==> config.mk <==
export PLATFORM = sky130hd
export DESIGN_NAME = board_top
export DESIGN_NICKNAME = d
export VERILOG_FILES = /design/src/hw/board_pkg.sv /design/src/hw/display_if.sv /design/src/hw/tick_gen.sv /design/src/hw/lcd_timing.sv /design/src/hw/lab_core.sv /design/src/hw/tm1638_ctrl.sv /design/src/hw/board_top.sv
export VERILOG_INCLUDE_DIRS = /design/src /design/src/include
export SDC_FILE = /design/constraint.sdc
export NUM_CORES = 1
export LEC_CHECK = 0
export BUFFER_PORTS_ARGS = -buffer_cell sky130_fd_sc_hd__buf_2
export CORE_ASPECT_RATIO = 1.25
export CORE_UTILIZATION = 50
export CTS_CLUSTER_SIZE = 20
export DETAILED_ROUTE_END_ITERATION = 10
export GPL_ROUTABILITY_DRIVEN = 0
export MAX_ROUTING_LAYER = met4
export PLACE_DENSITY = 0.68
export SYNTH_ARGS = -nofsm -noshare
export SYNTH_HDL_FRONTEND = slang
export SYNTH_SLANG_ARGS = --single-unit
==> constraint.sdc <==
create_clock -name clk -period 6.7 [get_ports clk]
set_clock_uncertainty 0.05 [all_clocks]
set_input_delay 0.335 -clock clk [delete_from_list [all_inputs] [get_ports clk]]
set_output_delay 0.335 -clock clk [all_outputs]
set_load 0.05 [all_outputs]
==> src/include/board_cfg.svh <==
`ifndef BOARD_CFG_SVH
`define BOARD_CFG_SVH

// Board oscillator
`define BOARD_CLK_MHZ 27

// LCD blanking, in pixel cycles and lines
`define LCD_H_BLANK   24
`define LCD_V_BLANK   6

// Sync widths, must stay below the blanking
`define LCD_HS_LEN    6
`define LCD_VS_LEN    2

// Heartbeat period in clock cycles, keep above 40 * TM_HALF
`define TICK_DIV      400

// Half of one serial clock period, at least 2
`define TM_HALF       4

`endif

==> src/hw/board_pkg.sv <==
`default_nettype none

package board_pkg;

    // Test image selection, key bits 2:1
    typedef enum logic [1:0]
    {
        MODE_PLAIN   = 2'd0,
        MODE_STRIPES = 2'd1,
        MODE_CHECKER = 2'd2,
        MODE_COUNT   = 2'd3
    } disp_mode_t;

    // Lab side of the display handshake
    typedef enum logic [1:0]
    {
        LAB_IDLE,
        LAB_REQ,
        LAB_WAIT_RELEASE
    } lab_state_t;

    // Serial controller
    typedef enum logic [1:0]
    {
        TM_IDLE,
        TM_SHIFT_LOW,
        TM_SHIFT_HIGH,
        TM_DONE
    } tm_state_t;

endpackage

`default_nettype wire

==> src/hw/display_if.sv <==
`timescale 1ns/1ps
`default_nettype none

// One display update, four-phase req/ack
interface display_if;

    logic       req;
    logic       ack;
    logic [7:0] segments;  // hgfedcba
    logic [7:0] leds;
    logic [7:0] digit;     // One-hot

    modport lab
    (
        output req, segments, leds, digit,
        input  ack
    );

    modport ctrl
    (
        input  req, segments, leds, digit,
        output ack
    );

endinterface

`default_nettype wire

==> src/hw/tick_gen.sv <==
`timescale 1ns/1ps
`default_nettype none

`include "board_cfg.svh"

module tick_gen
#(
    parameter int tick_div = `TICK_DIV
)
(
    input  logic clk,
    input  logic rst,
    output logic tick
);

    localparam int w_cnt = (tick_div > 1) ? $clog2(tick_div) : 1;

    logic [w_cnt - 1:0] cnt;

    always_ff @(posedge clk)
    begin
        if (rst)
        begin
            cnt  <= w_cnt'(tick_div - 1);
            tick <= 1'b0;
        end
        else if (cnt == '0)
        begin
            cnt  <= w_cnt'(tick_div - 1);  // Reload
            tick <= 1'b1;
        end
        else
        begin
            cnt  <= cnt - 1'b1;
            tick <= 1'b0;
        end
    end

endmodule

`default_nettype wire

==> src/hw/lcd_timing.sv <==
`timescale 1ns/1ps
`default_nettype none

`include "board_cfg.svh"

module lcd_timing
#(
    parameter int screen_width  = 800,
    parameter int screen_height = 480,
    parameter int w_x           = $clog2(screen_width  + `LCD_H_BLANK),
    parameter int w_y           = $clog2(screen_height + `LCD_V_BLANK)
)
(
    input  logic             clk,
    input  logic             rst,
    output logic             de,
    output logic             hs,
    output logic             vs,
    output logic [w_x - 1:0] x,
    output logic [w_y - 1:0] y
);

    localparam int h_total = screen_width  + `LCD_H_BLANK;
    localparam int v_total = screen_height + `LCD_V_BLANK;

    // ----------------------------------------
    // Pixel and line counters

    always_ff @(posedge clk)
    begin
        if (rst)
        begin
            // Park on the last blank pixel so the first frame is whole
            x <= w_x'(h_total - 1);
            y <= w_y'(v_total - 1);
        end
        else if (x == w_x'(h_total - 1))
        begin
            x <= '0;
            if (y == w_y'(v_total - 1))
                y <= '0;
            else
                y <= y + 1'b1;
        end
        else
        begin
            x <= x + 1'b1;
        end
    end

    // ----------------------------------------
    // Enable and sync decode

    always_comb
    begin
        de = (x < w_x'(screen_width)) && (y < w_y'(screen_height));
        hs = !((x >= w_x'(screen_width))
            && (x <  w_x'(screen_width + `LCD_HS_LEN)));
        vs = !((y >= w_y'(screen_height))
            && (y <  w_y'(screen_height + `LCD_VS_LEN)));
    end

    // Enable ends after the last visible pixel
    a_de_in_width: assert property (@(posedge clk) disable iff (rst)
        (de && (x == w_x'(screen_width - 1))) |=> !de);

endmodule

`default_nettype wire

==> src/hw/lab_core.sv <==
`timescale 1ns/1ps
`default_nettype none

`include "board_cfg.svh"

module lab_core
    import board_pkg::*;
#(
    parameter int screen_width  = 800,
    parameter int screen_height = 480,
    parameter int w_x           = $clog2(screen_width  + `LCD_H_BLANK),
    parameter int w_y           = $clog2(screen_height + `LCD_V_BLANK)
)
(
    input  logic             clk,
    input  logic             rst,
    input  logic             tick,
    input  logic [2:0]       key,
    input  logic [4:0]       sw,
    input  logic             de,
    input  logic [w_x - 1:0] x,
    input  logic [w_y - 1:0] y,
    output logic [4:0]       red,
    output logic [5:0]       green,
    output logic [4:0]       blue,
    display_if.lab           disp
);

    disp_mode_t mode;
    lab_state_t state;
    logic [7:0] count;
    logic [7:0] last_sent;
    logic       send;

    // Seven-segment pattern, bit 0 is segment a
    function automatic logic [7:0] seg7(input logic [3:0] val);
        case (val)
            4'h0: seg7 = 8'h3f;
            4'h1: seg7 = 8'h06;
            4'h2: seg7 = 8'h5b;
            4'h3: seg7 = 8'h4f;
            4'h4: seg7 = 8'h66;
            4'h5: seg7 = 8'h6d;
            4'h6: seg7 = 8'h7d;
            4'h7: seg7 = 8'h07;
            4'h8: seg7 = 8'h7f;
            4'h9: seg7 = 8'h6f;
            4'ha: seg7 = 8'h77;
            4'hb: seg7 = 8'h7c;
            4'hc: seg7 = 8'h39;
            4'hd: seg7 = 8'h5e;
            4'he: seg7 = 8'h79;
            default: seg7 = 8'h71;
        endcase
    endfunction

    // ----------------------------------------
    // Mode and counter

    always_ff @(posedge clk)
    begin
        if (rst)
            mode <= MODE_PLAIN;
        else if (key[1] || key[2])
            mode <= disp_mode_t'(key[2:1]);
    end

    always_ff @(posedge clk)
    begin
        if (rst || key[0])
            count <= '0;
        else if (tick && sw[0])
            count <= count + 1'b1;
    end

    // ----------------------------------------
    // Test image

    always_comb
    begin
        red   = '0;
        green = '0;
        blue  = '0;
        if (de)
        begin
            case (mode)
                MODE_PLAIN:
                begin
                    red   = sw;
                    green = {sw, sw[4]};
                    blue  = sw;
                end
                MODE_STRIPES: red = {5{x[2]}};
                MODE_CHECKER:
                begin
                    red   = {5{x[2] ^ y[2]}};
                    green = {6{x[2] ^ y[2]}};
                    blue  = {5{x[2] ^ y[2]}};
                end
                default: green = count[7:2];  // MODE_COUNT
            endcase
        end
    end

    // ----------------------------------------
    // Display request sequencer

    assign send       = (state == LAB_IDLE) && (count != last_sent);
    assign disp.digit = 8'b0000_0001;  // Single digit in use

    always_ff @(posedge clk)
    begin
        if (send)
        begin
            disp.segments <= seg7(count[3:0]);
            disp.leds     <= count;
        end
    end

    always_ff @(posedge clk)
    begin
        if (rst)
        begin
            state     <= LAB_IDLE;
            disp.req  <= 1'b0;
            last_sent <= '0;
        end
        else
        begin
            case (state)
                LAB_IDLE:
                    if (send)
                    begin
                        last_sent <= count;  // Newest value only
                        disp.req  <= 1'b1;
                        state     <= LAB_REQ;
                    end
                LAB_REQ:
                    if (disp.ack)
                    begin
                        disp.req <= 1'b0;
                        state    <= LAB_WAIT_RELEASE;
                    end
                default:
                    if (!disp.ack)
                        state <= LAB_IDLE;
            endcase
        end
    end

    a_req_after_release: assert property (@(posedge clk) disable iff (rst)
        $rose(disp.req) |-> !disp.ack);

endmodule

`default_nettype wire

==> src/hw/tm1638_ctrl.sv <==
`timescale 1ns/1ps
`default_nettype none

`include "board_cfg.svh"

module tm1638_ctrl
    import board_pkg::*;
(
    input  logic    clk,
    input  logic    rst,
    display_if.ctrl disp,
    output logic    sio_clk,
    output logic    sio_stb,
    output logic    sio_data
);

    localparam int w_half = (`TM_HALF > 1) ? $clog2(`TM_HALF) : 1;

    tm_state_t           state;
    logic [15:0]         shreg;
    logic [3:0]          bit_cnt;
    logic [w_half - 1:0] half_cnt;
    logic                half_last;
    logic                start;

    assign half_last = (half_cnt == w_half'(`TM_HALF - 1));
    assign start     = (state == TM_IDLE) && disp.req && !disp.ack;

    // Segments go out first, LSB first
    always_ff @(posedge clk)
    begin
        if (start)
            shreg <= {disp.leds, disp.segments};
        else if (state == TM_SHIFT_HIGH && half_last)
            shreg <= shreg >> 1;
    end

    // ----------------------------------------
    // Serial FSM

    always_ff @(posedge clk)
    begin
        if (rst)
        begin
            state    <= TM_IDLE;
            sio_clk  <= 1'b1;
            sio_stb  <= 1'b1;
            sio_data <= 1'b0;
            disp.ack <= 1'b0;
            bit_cnt  <= '0;
            half_cnt <= '0;
        end
        else
        begin
            case (state)
                TM_IDLE:
                    if (start)
                    begin
                        sio_stb  <= 1'b0;
                        sio_clk  <= 1'b0;
                        bit_cnt  <= '0;
                        half_cnt <= '0;
                        state    <= TM_SHIFT_LOW;
                    end
                TM_SHIFT_LOW:
                begin
                    if (half_cnt == '0)
                        sio_data <= shreg[0];  // Clock already low here
                    if (half_last)
                    begin
                        half_cnt <= '0;
                        sio_clk  <= 1'b1;
                        state    <= TM_SHIFT_HIGH;
                    end
                    else
                        half_cnt <= half_cnt + 1'b1;
                end
                TM_SHIFT_HIGH:
                    if (half_last)
                    begin
                        half_cnt <= '0;
                        bit_cnt  <= bit_cnt + 1'b1;
                        if (bit_cnt == 4'd15)
                        begin
                            sio_stb <= 1'b1;  // Clock stays high
                            state   <= TM_DONE;
                        end
                        else
                        begin
                            sio_clk <= 1'b0;
                            state   <= TM_SHIFT_LOW;
                        end
                    end
                    else
                        half_cnt <= half_cnt + 1'b1;
                default:
                    if (!disp.ack)
                        disp.ack <= 1'b1;  // One cycle after stb rises
                    else if (!disp.req)
                    begin
                        disp.ack <= 1'b0;
                        state    <= TM_IDLE;
                    end
            endcase
        end
    end

    a_ack_after_stb: assert property (@(posedge clk) disable iff (rst)
        disp.ack |-> sio_stb);

    // Lab side addresses exactly one digit
    a_digit_onehot: assert property (@(posedge clk) disable iff (rst)
        disp.req |-> $onehot(disp.digit));

endmodule

`default_nettype wire

==> src/hw/board_top.sv <==
`timescale 1ns/1ps
`default_nettype none

`include "board_cfg.svh"

module board_top
#(
    parameter int screen_width  = 800,
    parameter int screen_height = 480,
    parameter int tick_div      = `TICK_DIV
)
(
    input  logic       clk,
    input  logic       rst,
    input  logic [2:0] key,
    input  logic [4:0] sw,
    output logic       lcd_de,
    output logic       lcd_hs,
    output logic       lcd_vs,
    output logic [4:0] lcd_r,
    output logic [5:0] lcd_g,
    output logic [4:0] lcd_b,
    output logic       sio_clk,
    output logic       sio_stb,
    output logic       sio_data
);

    localparam int w_x = $clog2(screen_width  + `LCD_H_BLANK);
    localparam int w_y = $clog2(screen_height + `LCD_V_BLANK);

    logic             tick;
    logic [w_x - 1:0] x;
    logic [w_y - 1:0] y;

    display_if disp ();

    // ----------------------------------------
    // Heartbeat and LCD timing

    tick_gen #(.tick_div(tick_div)) i_tick_gen
    (
        .clk  (clk),
        .rst  (rst),
        .tick (tick)
    );

    lcd_timing
    #(
        .screen_width  (screen_width),
        .screen_height (screen_height),
        .w_x           (w_x),
        .w_y           (w_y)
    )
    i_lcd_timing
    (
        .clk (clk),
        .rst (rst),
        .de  (lcd_de),
        .hs  (lcd_hs),
        .vs  (lcd_vs),
        .x   (x),
        .y   (y)
    );

    // ----------------------------------------
    // Lab logic and TM1638 link

    lab_core
    #(
        .screen_width  (screen_width),
        .screen_height (screen_height),
        .w_x           (w_x),
        .w_y           (w_y)
    )
    i_lab_core
    (
        .clk   (clk),
        .rst   (rst),
        .tick  (tick),
        .key   (key),
        .sw    (sw),
        .de    (lcd_de),
        .x     (x),
        .y     (y),
        .red   (lcd_r),
        .green (lcd_g),
        .blue  (lcd_b),
        .disp  (disp.lab)
    );

    tm1638_ctrl i_tm1638
    (
        .clk      (clk),
        .rst      (rst),
        .disp     (disp.ctrl),
        .sio_clk  (sio_clk),
        .sio_stb  (sio_stb),
        .sio_data (sio_data)
    );

endmodule

`default_nettype wire

==> results.json, run 1 <==
{
  "final_util_pct": 57.1,
  "start_util_pct": 51.1,
  "synth.top_cell.area_share_pct": 26.6,
  "track_usage_pct": 19.2,
  "period_share_pct": 39.4,
  "htree_levels": 3,
  "yosys-top-cells-count": "62 x dfxtp_1, 56 x nand2_1, 34 x nor2_1",
  "wirelength_mm": 8.45,
  "status": "complete, no violations",
  "hold_viol": 0,
  "place_area_sq_um": 4860,
  "finalWorstSetupSlack_ns": 4.06,
  "cts_tree": "built",
  "maxCapViolations": 0,
  "tns_ns": 0,
  "routed_via_density": 5.40,
  "hp-start": "key[1]",
  "synth-seq-cells": 93,
  "irDropWorstVdd_uv": 208,
  "rsz0062_at_grt": "false",
  "die_w_um": 88.4,
  "core_area_sq_um": 9130,
  "grt_pass1_vias": 3087,
  "dieHeight_um": 110,
  "rows": 39,
  "cp_data_required_time_ns": 6.31,
  "final_area_sq_um": 5210,
  "min_period_ns": 2.64,
  "dieArea_sq_um": 9720,
  "grt_max_degree": 32,
  "max_freq_mhz": 379,
  "worstPathMaxFanout": 17,
  "tightest_slew_ns": 1.04,
  "cts-root-buf": "clkbuf_16",
  "cts.sinks": 93,
  "synth_fp_nets": 514,
  "place_ws_ns": 4.27,
  "drive_above_1_share_pct": 14.5,
  "grt_pass1_wl_mm": 14.2,
  "numCtsBuffers": 9,
  "first_pass_iters": 4,
  "synthTopCellsByArea": "dfxtp_1 27%, edfxtp_1 20%, ha_1 5.4%",
  "synth_area_leader_cell": "dfxtp_1",
  "detail-route-antenna-nets": 0,
  "cts_resized": 0,
  "drc": 0,
  "synth_area_sq_um": 4670,
  "hpwl_mm": 5.79,
  "grt_overflow": 0,
  "start_kind": "register",
  "cp-startpoint": "i_lcd_timing.x[8]",
  "syn_avg_cell_area_sq_um": 9.64,
  "ys_async_sr_fraction_pct": 0,
  "ys_seq_area_share_pct": 46.6,
  "r2r-start": "i_tm1638.state[0]",
  "maxSlewHeadroom_pct": 30.0,
  "power.leakage_nw": 1.93,
  "via_count": 3385,
  "path_clk_slew_ns": 0.06,
  "syn_inst": 484,
  "routedWlPerCell_um": 13.5,
  "ctsHoldBuffers": 0,
  "setup_viol": 0,
  "n_antenna_cell": 0,
  "cts_buffer_depth": 2,
  "whs_ns": 0.168,
  "post_cts_buffers": 0,
  "antenna_found_initial": 0,
  "finalMaxSlewViolations": 0,
  "synth.distinct_cells": 57,
  "ys_warn_count": 0,
  "cp.arrival_ns": 2.25,
  "synth_edf_count": 31,
  "worstSkewPairLatency_ns": 0.34,
  "yosysMostFrequentCell": "dfxtp_1",
  "hold_class": "in2reg",
  "criticalPathCategory": "reg2out",
  "end_kind": "output port",
  "area_growth_pct": 11.7,
  "finalNetCount": 529,
  "synthFlopType": "dfxtp_1",
  "io_buffers": 31,
  "ios": 32,
  "powerDensity_nw_per_um2": 321,
  "drtIter0Drc": 130
}
## metrics by stage
stage,cells,power [mW]
finish,627,1.67
global placement,611,1.07
detailed placement,611,1.08
CTS,627,1.69
floorplan,484,1.02
global route,627,1.75
## worst paths after layout
path / depth (start not counted) / slack [ns] / end
worst min-delay path: 3 / 0.17 / i_lab_core.mode[0]
worst min register to register: 1 / 0.40 / i_tick_gen.cnt[0]
worst max-delay path: 4 / 4.06 / lcd_r[0]
worst max register to register: 4 / 4.29 / i_tm1638.shreg[2]
## cells by family (layout without fill, tap and decap cells)
logic type,Yosys count,count (layout),synth area share [%]
and+or+nand+nor,184,184,20.6
DFF,93,93,46.6
AOI/OAI and AO/OA,80,80,10.8
buffers and inverters,47,67,4.13
xor gates and xnor gates,34,34,6.38
muxes,26,26,6.22
adders and majority gates,20,20,5.36
## power breakdown
| group | internal, mW | switching (mW) |
|---|---|---|
| clock network | 0.379 | 0.217 |
| registers | 0.619 | 0.0584 |
| logic | 0.135 | 0.264 |
## critical path, stage by stage (launching register included)
cell     delay (ns)
dfxtp_1        0.41
nand2_1        0.25
o21ai_1        0.89
a21oi_1        0.09
buf_2          0.27
## cells in the final DEF, fill, tap and decap left out, types with 3 or more instances in the layout
cell type	synthesis	layout
mux2_2	14	14
nand4_1	10	10
nor4_1	4	4
nand3b_1	3	3
xnor2_1	20	20
edfxtp_1	31	31
bufinv_16	0	3
nand2_1	56	56
a21o_1	9	9
and4_1	3	3
o21ai_0	16	16
a211oi_1	4	4
nor2_1	34	34
nand3_1	22	22
nand2b_1	10	10
mux2i_1	11	11
and3_1	4	4
a22oi_1	3	3
a31oi_1	5	5
inv_1	19	19
inv_6	0	3
clkbuf_16	0	9
xor2_1	14	14
nor3_1	14	14
a21oi_1	27	27
ha_1	20	20
dfxtp_1	62	62
buf_2	1	31
nor2b_1	5	5
## flip-flops by register name (all words and copies together), names as in the netlist, 7 cells and up
register                  cells
i_lcd_timing.y                9
i_tm1638.shreg               16
i_lab_core.disp.leds          8
i_tick_gen.cnt                9
i_lab_core.disp.segments      7
i_lab_core.last_sent          8
i_lcd_timing.x               10
i_lab_core.count              8
## area by class of cell
| class | instances | area (sq um) |
|---|---|---|
| well taps | 123 | 154 |
| clock buffers | 10 | 239 |
| repair buffers | 31 | 155 |
| flip-flops and latches | 93 | 2170 |
| clock inverters | 6 | 116 |
| fillers | 802 | 3910 |
| inverters | 20 | 75.1 |
| multi-input cells | 344 | 2300 |
## routing by layer
metal  part of all wire, %  vias to the layer above  global-route usage (%)
met1                    47                     1572                    23.7
met3                   2.8                       14                    2.23
met5                     0                        -                       -
li1                      -                     1737                       -
met2                    48                       62                    31.2
met4                   2.2                        0                    9.68
(Power assumes the default switching activity.)
==> run 2, diff against run 1 <==
- PLACE_DENSITY: 0.68 -> 0.71
- clock period: 6.7 -> 2.15 ns (I/O delays scaled with it)
==> run 2 against run 1 <==
Non-clock buffer count increased by 13. Count of clock-buffer cells in the layout unchanged. First-iteration DRC count increased by 0.77%. Sequential share of layout area decreased by 0.49 points. Register-to-register slack got worse by 4.1 ns. Critical path depth increased by 1. Design area increased by 1.2%. Sequential power increased to 3.1 times the previous value. Flip-flop and latch count unchanged. Clock power increased to 2.7 times the previous value. Global-route usage increased by 0.39 points. Wire length increased by 1.8%.
==> results.json, run 2 (synthesized netlist as in run 1, its figures left out) <==
{
  "status": "complete, no violations",
  "hpwl_mm": 6.00,
  "start_kind": "register",
  "crit_path_cell_trace": "xor2_1, nand3b_1, buf_4, a31oi_1, buf_2",
  "min_period_ns": 1.98,
  "finalMaxSlewViolations": 0,
  "io_buffers": 31,
  "finalNetCount": 542,
  "cpMaxStageDelayCell": "dfxtp_1",
  "rows": 39,
  "maxSlewHeadroom_pct": 62.5,
  "worstSkewPairLatency_ns": 0.34,
  "worstPathMaxFanout": 13,
  "max_freq_mhz": 504,
  "cpPeakStageDelay_ns": 0.53,
  "n_antenna_cell": 0,
  "htree_levels": 3,
  "period_share_pct": 92.2,
  "grt_overflow": 0,
  "grt_max_degree": 31,
  "area_growth_pct": 13.1,
  "regMostFlops": "i_tm1638.shreg",
  "dieArea_sq_um": 9720,
  "die_w_um": 88.4,
  "ios": 32,
  "detail-route-antenna-nets": 0,
  "largest_reg_flops": 16,
  "end_kind": "output port",
  "power.leakage_nw": 1.96,
  "drc": 0,
  "wl_met2_mm": 4.29,
  "tightest_slew_ns": 0.558,
  "grt_pass1_vias": 3206,
  "antenna_found_initial": 0,
  "cts.sinks": 93,
  "mostFrequentLayoutCells": "62 x dfxtp_1, 55 x nand2_1, 34 x nor2_1",
  "wl_met1_mm": 3.91,
  "routed_via_density": 5.42,
  "mostFrequentLayoutCell": "dfxtp_1",
  "post_cts_buffers": 0,
  "drive_above_1_share_pct": 16.6,
  "hold_viol": 0,
  "via_count": 3468,
  "dieHeight_um": 110,
  "core_area_sq_um": 9130,
  "hold_class": "in2reg",
  "reg_top3": "i_tm1638.shreg: 16 flops, i_lcd_timing.x: 10 flops",
  "maxCapViolations": 0,
  "path_clk_slew_ns": 0.07,
  "cp.arrival_ns": 1.82,
  "cts_tree": "built",
  "routedWlPerCell_um": 13.4,
  "topRoutingLayerUsed": "met4",
  "powerDensity_nw_per_um2": 954,
  "rsz0062_at_grt": "false",
  "cts-root-buf": "clkbuf_16",
  "drtIter0Drc": 131,
  "irDropWorstVdd_uv": 827,
  "whs_ns": 0.0592,
  "cts_buffer_depth": 2,
  "tns_ns": 0,
  "cp_data_required_time_ns": 1.99,
  "track_usage_pct": 19.6,
  "start_util_pct": 51.1,
  "setup_viol": 0,
  "grt_pass1_wl_mm": 14.4,
  "wirelength_mm": 8.60,
  "numCtsBuffers": 9,
  "met3_length_um": 280,
  "criticalPathCategory": "reg2out",
  "first_pass_iters": 4
}
==> run 2: cell types whose count changed in the layout (fill, tap and decap cells not counted) <==
cell / previous run / this run
inv_6: 3 / 2
nand2_2: 0 / 1
or4b_4: 0 / 1
nand2_1: 56 / 55
clkinvlp_4: 0 / 3
buf_4: 0 / 11
or4b_1: 1 / 0
dlygate4sd3_1: 0 / 2
bufinv_16: 3 / 1
==> run 2: final timing paths <==
kind	startpoint	depth (start not counted)	slack [ns]	end
min reg2reg	i_tick_gen.cnt[0]	1	0.39	i_tick_gen.cnt[0]
min	sw[0]	3	0.06	i_lab_core.count[1]
max	i_lcd_timing.x[2]	5	0.17	lcd_g[1]
max reg2reg	i_tm1638.state[0]	6	0.21	i_tm1638.state[0]
==> run 2: power by group <==
part	leakage [nW]	total (mW)	internal, mW	switching [mW]
registers	0.774	2.11	1.93	0.180
logic	1.04	1.31	0.458	0.848
clock network	0.142	1.62	0.941	0.677
total	1.96	5.03	3.33	1.70
==> run 2: timing repair <==
action	in CTS	in global routing
endpoints found under the hold margin	2	0
setup endpoints to repair	0	1
hold buffers	2	0
resized for setup	0	1
==> run 2: per-layer routing <==
layer  vias to the layer above  track usage, %
met5                         -               -
met4                         0            8.53
met3                        10            4.10
met2                        65            32.5
met1                      1623            23.0
li1                       1770               -
==> run 2: metrics by stage <==
step                setup WS, ns  power, mW  utilization (%)  instances  area [sq um]
floorplan                 0.0444       3.17                -        484          4670
global placement           0.265       3.38             54.2        622          4940
detailed placement         0.173       3.42             54.2        622          4940
CTS                       0.0247       5.06             57.8        640          5270
global route              0.0415       5.29             57.8        640          5280
finish                     0.168       5.03             57.8        640          5280
==> run 2: critical path, delay by kind of cell, from the launching register on <==
| family | cells | cell delay [ns] |
|---|---|---|
| simple gates | 1 | 0.12 |
| buf+inv | 2 | 0.50 |
| compound gates | 1 | 0.15 |
| xor+xnor | 1 | 0.20 |
| flops | 1 | 0.53 |
==> run 2: layout make-up <==
class	count	area [sq um]
clock buffers	10	239
clock inverters	6	70.1
fillers	787	3850
inverters	20	75.1
multi-input cells	344	2310
flip-flops and latches	93	2170
well taps	123	154
repair buffers	44	258
